`src/glitch_fsm_pkg.sv`:
```
package glitch_fsm_pkg;

  // resync sequencer states, also seen on the top-level fsm_state port
  typedef enum logic [1:0] {
    RS_IDLE = 2'd0,   // waiting for a qualified trigger
    RS_WAIT = 2'd1,   // counting up to offset
    RS_NEXT = 2'd2,   // one cycle gap between glitches
    RS_DONE = 2'd3    // waiting for the last pulse and trigger release
  } resync_state_t;

  // pulse generator states
  typedef enum logic {
    PG_IDLE = 1'b0,
    PG_HIGH = 1'b1    // glitch_out asserted
  } pulse_state_t;

endpackage

```
`src/glitch_cfg_pkg.sv`:
```
package glitch_cfg_pkg;

  // glitch train size
  localparam int NUM_GLITCH_WIDTH = 5;   // num_glitches and index
  // one extra bit so the count can reach num_glitches+1
  localparam int DONE_COUNT_WIDTH = NUM_GLITCH_WIDTH + 1;

  // trigger to first glitch delay
  localparam int OFFSET_WIDTH = 32;      // offset and delay counter

  // glitch pulse length in clk cycles
  localparam int PULSE_WIDTH_BITS = 8;

  // flop depth of the trigger sync and of the done count pipe
  localparam int SYNC_STAGES = 2;

endpackage
```
`src/glitch_trigger_top.sv`:
```
`timescale 1ns/1ps

module glitch_trigger_top (
  input  logic clk,
  input  logic exttrig,            // async reset
  input  logic trig_in,
  input  logic arm,
  input  logic single_mode,
  input  logic fsm_abort,
  input  logic easy_done_exit,
  input  logic [glitch_cfg_pkg::OFFSET_WIDTH-1:0]     offset,
  input  logic [glitch_cfg_pkg::NUM_GLITCH_WIDTH-1:0] num_glitches,
  input  logic [glitch_cfg_pkg::PULSE_WIDTH_BITS-1:0] glitch_width,
  output logic glitch_out,
  output logic [glitch_cfg_pkg::NUM_GLITCH_WIDTH-1:0] glitch_index,
  output logic done,
  output logic idle,
  output glitch_fsm_pkg::resync_state_t fsm_state
);

  logic trig_sync;
  logic armed;
  logic glitch_fire;
  logic [glitch_cfg_pkg::DONE_COUNT_WIDTH-1:0] done_count;  // pulse gen back to resync

  trigger_arm u_arm (
    .clk       (clk),
    .exttrig   (exttrig),
    .trig_in   (trig_in),
    .arm       (arm),
    .done      (done),        // clears armed after a run
    .trig_sync (trig_sync),
    .armed     (armed)
  );

  trigger_resync u_resync (
    .clk            (clk),
    .exttrig        (exttrig),
    .trig_sync      (trig_sync),
    .armed          (armed),
    .single_mode    (single_mode),
    .fsm_abort      (fsm_abort),
    .easy_done_exit (easy_done_exit),
    .offset         (offset),
    .num_glitches   (num_glitches),
    .done_count     (done_count),
    .glitch_fire    (glitch_fire),
    .index          (glitch_index),
    .done           (done),
    .idle           (idle),
    .fsm_state      (fsm_state)
  );

  glitch_pulse_gen u_pulse (
    .clk          (clk),
    .exttrig      (exttrig),
    .glitch_fire  (glitch_fire),
    .glitch_width (glitch_width),
    .idle         (idle),
    .glitch_out   (glitch_out),
    .done_count   (done_count)
  );

endmodule

```
`src/glitch_pulse_gen.sv`:
```
`timescale 1ns/1ps

module glitch_pulse_gen (
  input  logic clk,
  input  logic exttrig,
  input  logic glitch_fire,   // one cycle request from resync
  input  logic [glitch_cfg_pkg::PULSE_WIDTH_BITS-1:0] glitch_width,
  input  logic idle,          // resync FSM idle, clears the count
  output logic glitch_out,
  output logic [glitch_cfg_pkg::DONE_COUNT_WIDTH-1:0] done_count
);

  glitch_fsm_pkg::pulse_state_t pg_state;

  logic [glitch_cfg_pkg::PULSE_WIDTH_BITS-1:0] width_cnt;   // cycles left minus one
  logic [glitch_cfg_pkg::PULSE_WIDTH_BITS-1:0] width_m1;
  logic pulse_end;

  // width 0 behaves as 1
  assign width_m1  = (glitch_width == '0) ? '0 : glitch_width - 1'b1;
  assign pulse_end = (pg_state == glitch_fsm_pkg::PG_HIGH) && (width_cnt == '0);

  // pulse is the state itself, rises the cycle after fire
  assign glitch_out = (pg_state == glitch_fsm_pkg::PG_HIGH);

  always_ff @(posedge clk or posedge exttrig) begin
    if (exttrig) begin
      pg_state  <= glitch_fsm_pkg::PG_IDLE;
      width_cnt <= '0;
    end else begin
      case (pg_state)
        glitch_fsm_pkg::PG_IDLE: begin
          if (glitch_fire) begin
            pg_state  <= glitch_fsm_pkg::PG_HIGH;
            width_cnt <= width_m1;
          end
        end
        glitch_fsm_pkg::PG_HIGH: begin
          if (pulse_end) begin
            pg_state <= glitch_fsm_pkg::PG_IDLE;   // falling edge
          end else begin
            width_cnt <= width_cnt - 1'b1;
          end
        end
        default: pg_state <= glitch_fsm_pkg::PG_IDLE;
      endcase
    end
  end

  // finished pulses, read back through the resync count pipe
  always_ff @(posedge clk or posedge exttrig) begin
    if (exttrig) begin
      done_count <= '0;
    end else if (idle) begin
      done_count <= '0;           // fresh count every run
    end else if (pulse_end) begin
      done_count <= done_count + 1'b1;
    end
  end

  // holds only while glitch_width <= offset+1
  a_no_fire_while_high: assert property (
    @(posedge clk) disable iff (exttrig)
    glitch_fire |-> (pg_state == glitch_fsm_pkg::PG_IDLE)
  ) else $error("glitch_fire while pulse still high, width too long for offset");

endmodule

```
`src/trigger_resync.sv`:
```
`timescale 1ns/1ps

module trigger_resync (
  input  logic clk,
  input  logic exttrig,
  input  logic trig_sync,        // already in the clk domain
  input  logic armed,
  input  logic single_mode,      // 1 = needs armed to start
  input  logic fsm_abort,        // strobe that forces DONE to exit
  input  logic easy_done_exit,   // skip the count check for a single glitch
  input  logic [glitch_cfg_pkg::OFFSET_WIDTH-1:0]     offset,
  input  logic [glitch_cfg_pkg::NUM_GLITCH_WIDTH-1:0] num_glitches,
  input  logic [glitch_cfg_pkg::DONE_COUNT_WIDTH-1:0] done_count,  // from pulse gen
  output logic glitch_fire,      // one cycle per glitch
  output logic [glitch_cfg_pkg::NUM_GLITCH_WIDTH-1:0] index,
  output logic done,
  output logic idle,
  output glitch_fsm_pkg::resync_state_t fsm_state
);

  glitch_fsm_pkg::resync_state_t state;

  logic start_latch;                                           // qualified trigger seen
  logic [glitch_cfg_pkg::OFFSET_WIDTH-1:0]     delay_cnt;
  logic [glitch_cfg_pkg::DONE_COUNT_WIDTH-1:0] count_pipe [glitch_cfg_pkg::SYNC_STAGES];
  logic [glitch_cfg_pkg::DONE_COUNT_WIDTH-1:0] count_sync;
  logic [glitch_cfg_pkg::DONE_COUNT_WIDTH-1:0] expected_count;  // num_glitches+1
  logic glitch_condition;
  logic count_reached;

  assign glitch_condition = (delay_cnt == offset);
  assign expected_count   = {1'b0, num_glitches} + 1'b1;
  assign count_sync       = count_pipe[glitch_cfg_pkg::SYNC_STAGES-1];
  assign count_reached    = (count_sync == expected_count) ||
                            (easy_done_exit && (num_glitches == '0));
  assign idle      = (state == glitch_fsm_pkg::RS_IDLE);
  assign fsm_state = state;

  // single mode needs the arm latch to qualify the trigger
  always_ff @(posedge clk or posedge exttrig) begin
    if (exttrig) begin
      start_latch <= 1'b0;
    end else if (trig_sync && (single_mode ? armed : 1'b1)) begin
      start_latch <= 1'b1;
    end else if (done) begin
      start_latch <= 1'b0;
    end
  end

  // count of finished pulses
  // treated as if the pulse gen ran on its own clock
  always_ff @(posedge clk or posedge exttrig) begin
    if (exttrig) begin
      for (int i = 0; i < glitch_cfg_pkg::SYNC_STAGES; i++) begin
        count_pipe[i] <= '0;
      end
    end else begin
      count_pipe[0] <= done_count;
      for (int i = 1; i < glitch_cfg_pkg::SYNC_STAGES; i++) begin
        count_pipe[i] <= count_pipe[i-1];
      end
    end
  end

  // delay counter restarts at 0 on every entry to WAIT
  always_ff @(posedge clk or posedge exttrig) begin
    if (exttrig) begin
      delay_cnt   <= '0;
      glitch_fire <= 1'b0;
    end else begin
      if (state == glitch_fsm_pkg::RS_WAIT) begin
        delay_cnt <= delay_cnt + 1'b1;
      end else begin
        delay_cnt <= '0;
      end
      glitch_fire <= (state == glitch_fsm_pkg::RS_WAIT) && glitch_condition;  // registered
    end
  end

  // glitch train sequencer
  always_ff @(posedge clk or posedge exttrig) begin
    if (exttrig) begin
      state <= glitch_fsm_pkg::RS_IDLE;
      done  <= 1'b0;
      index <= '0;
    end else begin
      done <= 1'b0;                      // one cycle pulse by default
      case (state)
        glitch_fsm_pkg::RS_IDLE: begin
          index <= '0;
          if (start_latch && !done) begin  // ignore the latch still set from last run
            state <= glitch_fsm_pkg::RS_WAIT;
          end
        end
        glitch_fsm_pkg::RS_WAIT: begin
          if (glitch_condition) begin
            index <= index + 1'b1;       // lines up with glitch_fire
            if (index < num_glitches) begin
              state <= glitch_fsm_pkg::RS_NEXT;
            end else begin
              state <= glitch_fsm_pkg::RS_DONE;
            end
          end
        end
        glitch_fsm_pkg::RS_NEXT: begin
          state <= glitch_fsm_pkg::RS_WAIT;
        end
        glitch_fsm_pkg::RS_DONE: begin
          // index must hold until the last pulse is really over
          if ((!trig_sync && count_reached) || fsm_abort) begin
            state <= glitch_fsm_pkg::RS_IDLE;
            done  <= 1'b1;
          end
        end
        default: state <= glitch_fsm_pkg::RS_IDLE;
      endcase
    end
  end

  // fire marks the WAIT exit and the index step in the same cycle
  a_fire_after_wait: assert property (
    @(posedge clk) disable iff (exttrig)
    glitch_fire |-> ($past(state) == glitch_fsm_pkg::RS_WAIT) &&
                    (state != glitch_fsm_pkg::RS_WAIT) &&
                    (index == $past(index) + 1'b1)
  ) else $error("glitch_fire out of step with the WAIT exit or the index");

  a_done_single: assert property (
    @(posedge clk) disable iff (exttrig)
    done |=> !done
  ) else $error("done high for two cycles");

endmodule

```
`src/trigger_arm.sv`:
```
`timescale 1ns/1ps

module trigger_arm (
  input  logic clk,
  input  logic exttrig,     // async reset, active high
  input  logic trig_in,     // raw trigger from the target
  input  logic arm,         // strobe, enables one run in single mode
  input  logic done,        // end of run from the resync FSM
  output logic trig_sync,
  output logic armed
);

  logic [glitch_cfg_pkg::SYNC_STAGES-1:0] trig_pipe;  // oldest sample in the top bit

  // plain flop chain, trig_in is asynchronous to clk
  always_ff @(posedge clk or posedge exttrig) begin
    if (exttrig) begin
      trig_pipe <= '0;
    end else begin
      trig_pipe <= {trig_pipe[glitch_cfg_pkg::SYNC_STAGES-2:0], trig_in};
    end
  end

  assign trig_sync = trig_pipe[glitch_cfg_pkg::SYNC_STAGES-1];

  // single-shot latch
  // done wins so a run always leaves the latch cleared
  always_ff @(posedge clk or posedge exttrig) begin
    if (exttrig) begin
      armed <= 1'b0;
    end else if (done) begin
      armed <= 1'b0;          // run finished, needs a fresh arm
    end else if (arm) begin
      armed <= 1'b1;
    end
  end

  // arm landing while the resync FSM reports done would lose the arm silently
  a_arm_not_at_done: assert property (
    @(posedge clk) disable iff (exttrig)
    $rose(armed) |-> !done
  ) else $error("armed rose in the same cycle as done");

endmodule

```
`config.mk`:
```
export PLATFORM = sky130hd
export DESIGN_NAME = glitch_trigger_top
export DESIGN_NICKNAME = d
export VERILOG_FILES = /design/src/glitch_fsm_pkg.sv /design/src/glitch_cfg_pkg.sv /design/src/glitch_trigger_top.sv /design/src/glitch_pulse_gen.sv /design/src/trigger_resync.sv /design/src/trigger_arm.sv
export SDC_FILE = /design/constraint.sdc
export NUM_CORES = 1
export LEC_CHECK = 0
export BUFFER_PORTS_ARGS = -buffer_cell sky130_fd_sc_hd__buf_2
export CAP_MARGIN = 20
export CORE_UTILIZATION = 42
export DETAILED_ROUTE_END_ITERATION = 10
export SETUP_SLACK_MARGIN = 0.05
export SLEW_MARGIN = 20
export SYNTH_ARGS = -nofsm -noshare
export SYNTH_HDL_FRONTEND = slang
export SYNTH_SLANG_ARGS = --single-unit
```
`constraint.sdc`:
```
create_clock -name clk -period 4.6 [get_ports clk]
set_input_delay 0.92 -clock clk [delete_from_list [all_inputs] [get_ports clk]]
set_output_delay 0.92 -clock clk [all_outputs]
set_load 0.05 [all_outputs]
```
==> impl_metrics.yaml <==
detailed_routing:
  dr.pass1.iters: 4
  wl_um: 8210
  drc: 0
  drt_iter0_markers: 108
  route.detailed.wl_per_inst_um: 13.4
  viasPerCell: 5.05
  drtAntennaViolNets: 0
  vias: 3092
global_routing:
  grt_pass1_vias: 3015
  grt_usage_pct: 17.9
  grt_max_degree: 49
  overflow: 0
  grt_antenna_before_repair: 0
  grt_pass1_wl_um: 14000
synthesis:
  ys.flop_type: "dfrtp_1"
  synth_area_um2: 4000
  synth_cell_types: 53
  synth.most_common_cell: "dfrtp_1"
  syn_area_per_cell_um2: 9.64
  synth_edf_count: 0
  syn_nets: 478
  yosysSeqAreaShare_pct: 45.0
  yosys.area.top_type: "dfrtp_1"
  syn-instance-count: 415
  ys_warn_count: 0
  ys_ff_latch: 72
  synth_area_leaders: "dfrtp_1, xnor2_1, nor2_1, xor2_1, ha_1"
  synth_common_cells: "dfrtp_1, nor2_1, xnor2_1"
  synth_top_area_share_pct: 45.0
  async_flop_share_pct: 100
sta:
  relSlewSlack_pct: 45.0
  hold_viol_final: 0
  rsz0062_at_grt: "false"
  min_period_ps: 2670
  clock.fmax_ghz: 0.374
  period_share_pct: 58.1
  clock_skew_ps: 16.6
  worst_slew_pin_slew_ps: 824
  hold_ws_ps: 353
  tns_ps: 0
  setup-violations-final: 0
  drv_slew: 0
power_and_ir_drop:
  switching_power_w: 0.000387
  combPwrFrac_pct: 13.7
  p_leak_nw: 2.14
  power_w: 0.00134
  seq_power_share_pct: 53.9
  power.density_nw_per_um2: 292
  ir_worst_vdd_v: 0.000123
  clkPwrFrac_pct: 32.4
  p_int_w: 0.000953
  p_sw_share_pct: 28.9
critical_path:
  worst_setup_path_start_kind: "input pin"
  cp_cell_sequence: "buf_2, xnor2_1, nand4_1, nor4_1, nand2_1, or4_1, a22o_1"
  slowest_stage: "or4_1"
  worstPathRequired_ps: 4820
  cp_slowest_stage_delay_ps: 530
  end_kind: "flip-flop"
  crit_type: "input pin to flip-flop"
  path_max_fanout: 12
  crit_arrival_ps: 2890
clock_tree:
  clock_path_buffers: 2
  holdBufCountCts: 0
  cts_tree: "done"
  cts.sinks: 72
  cts_buffers: 9
  cts_resized: 0
  ctsHtreeMaxLevel: 3
  cts.clk_slew.worst_paths_ps: 70
  cts_root_buf: "clkbuf_8"
  insertion_delay_ps: 350
  post_cts_buffers: 0
floorplan:
  start_util_pct: 43.3
  rows: 35
  pin_count: 62
  core_region_area_um2: 9240
  die_h_um: 99.6
  die_area_um2: 9920
  die_w_um: 99.6
layout:
  diodes: 0
  nNetsFinal: 541
  drive_above_1_share_pct: 19.3
  area.growth.synth_to_final_pct: 14.8
  fin_util_pct: 49.7
job:
  max_cap_violations: 0
placement:
  port_buffers: 61
  gp_congestion: 0.788
  hpwlAfterDp_um: 6190
min_path:
  min_path_type: "flip-flop to flip-flop"
run_status:
  status: "completed"
==> cells by family after synthesis <==
group | after synthesis | synth area share [%]
AOI/OAI and AO/OA | 56 | 8.82
buffers and inverters | 36 | 3.91
muxes | 3 | 0.750
adders and majority gates | 11 | 3.44
xor gates and xnor gates | 73 | 16.2
DFF | 72 | 45.0
and+or+nand+nor | 164 | 21.9
==> final timing paths <==
path,from,to,slack [ps],cells past startpoint
worst max-delay path,offset[19],u_resync.fsm_state[0]$_DFFE_PP0P_,1930,7
min in group asynchronous,exttrig,u_pulse.width_cnt[0]$_DFFE_PP0P_,690,2
worst min-delay path,u_resync.count_pipe[6]$_DFF_PP0_,u_resync.count_sync[0]$_DFF_PP0_,350,0
worst min register to register,u_resync.count_pipe[6]$_DFF_PP0_,u_resync.count_sync[0]$_DFF_PP0_,350,0
max in group asynchronous,exttrig,u_resync.delay_cnt[11]$_DFF_PP0_,3040,3
worst max register to register,u_resync.delay_cnt[19]$_DFF_PP0_,u_resync.fsm_state[0]$_DFFE_PP0P_,2090,6
==> final cells by class <==
type	instances	area [um2]
Clock buffer	10	128
Clock inverter	6	43.8
Fill cell	869	4650
Inverter	25	95.1
Multi-Input combinational cell	307	2040
Sequential cell	72	1800
Tap cell	129	161
Timing Repair Buffer	63	320
==> power by group through the flow <==
| stage | Sequential, W | Combinational (W) | Clock, W |
|---|---|---|---|
| after floorplan | 0.000707 | 0.000159 | 0 |
| after global placement | 0.000734 | 0.000181 | 0 |
| after detailed placement | 0.000735 | 0.000184 | 0 |
| after CTS | 0.000723 | 0.000185 | 0.000454 |
| after global routing | 0.000729 | 0.000207 | 0.000480 |
| final | 0.000723 | 0.000183 | 0.000434 |
==> cell usage in the layout, fill, tap and decap left out, types with 2 or more instances in the layout <==
master / Yosys / layout
ha_1: 11 / 11
nand2b_1: 3 / 3
a32oi_1: 3 / 3
inv_1: 24 / 23
nor3_1: 7 / 7
o31ai_1: 2 / 2
buf_2: 3 / 61
clkinv_2: 0 / 3
nor4_4: 2 / 2
or4_4: 2 / 2
buf_4: 0 / 2
nor2_1: 61 / 61
and3_1: 7 / 7
o21ai_1: 4 / 4
xnor2_1: 48 / 48
a21oi_1: 13 / 13
a31oi_1: 3 / 3
nand3_1: 21 / 21
dfrtp_1: 72 / 72
nor4_2: 2 / 2
a22o_1: 2 / 2
nand2_1: 23 / 23
clkinv_4: 0 / 2
xor2_1: 24 / 24
or3_1: 3 / 3
nor3_2: 2 / 2
clkbuf_8: 1 / 9
mux2i_1: 3 / 3
a211o_1: 2 / 2
o21ai_0: 14 / 14
or4_1: 3 / 3
nor4_1: 2 / 2
nand4_1: 17 / 17
o22ai_1: 4 / 4
==> sequential cells by signal, summed over array words and instances (netlist names) <==
signal / cells
u_arm.armed: 1
u_resync.glitch_fire: 1
u_pulse.width_cnt: 8
u_resync.delay_cnt: 32
u_resync.done: 1
u_arm.trig_pipe: 2
u_resync.count_pipe: 6
u_resync.count_sync: 6
u_pulse.done_count: 6
u_pulse.glitch_out: 1
u_resync.index: 5
u_resync.fsm_state: 2
u_resync.start_latch: 1
==> through the flow <==
stage          std cells  worst slack, ps  instance area [um2]
2_1_floorplan        415             1860                 4000
3_3_place_gp         596             1630                 4420
3_5_place_dp         596             1600                 4420
4_1_cts              612             1930                 4590
5_1_grt              612             1850                 4590
6_report             612             1930                 4590
==> per-layer routing <==
| layer | share of wire (%) | track usage (%) |
|---|---|---|
| met3 | 3.8 | 4.43 |
| met2 | 48 | 28.7 |
| met1 | 47 | 24.0 |
| met5 | 0 | 0 |
| met4 | 1.1 | 5.20 |
==> critical path: cells and delay by family <==
family | cells | cell delay (ps)
and+or+nand+nor | 4 | 1480
AOI/OAI and AO/OA | 1 | 200
xor gates and xnor gates | 1 | 180
buffers and inverters | 1 | 100
Note: power is estimated with default switching activity, not from simulation.
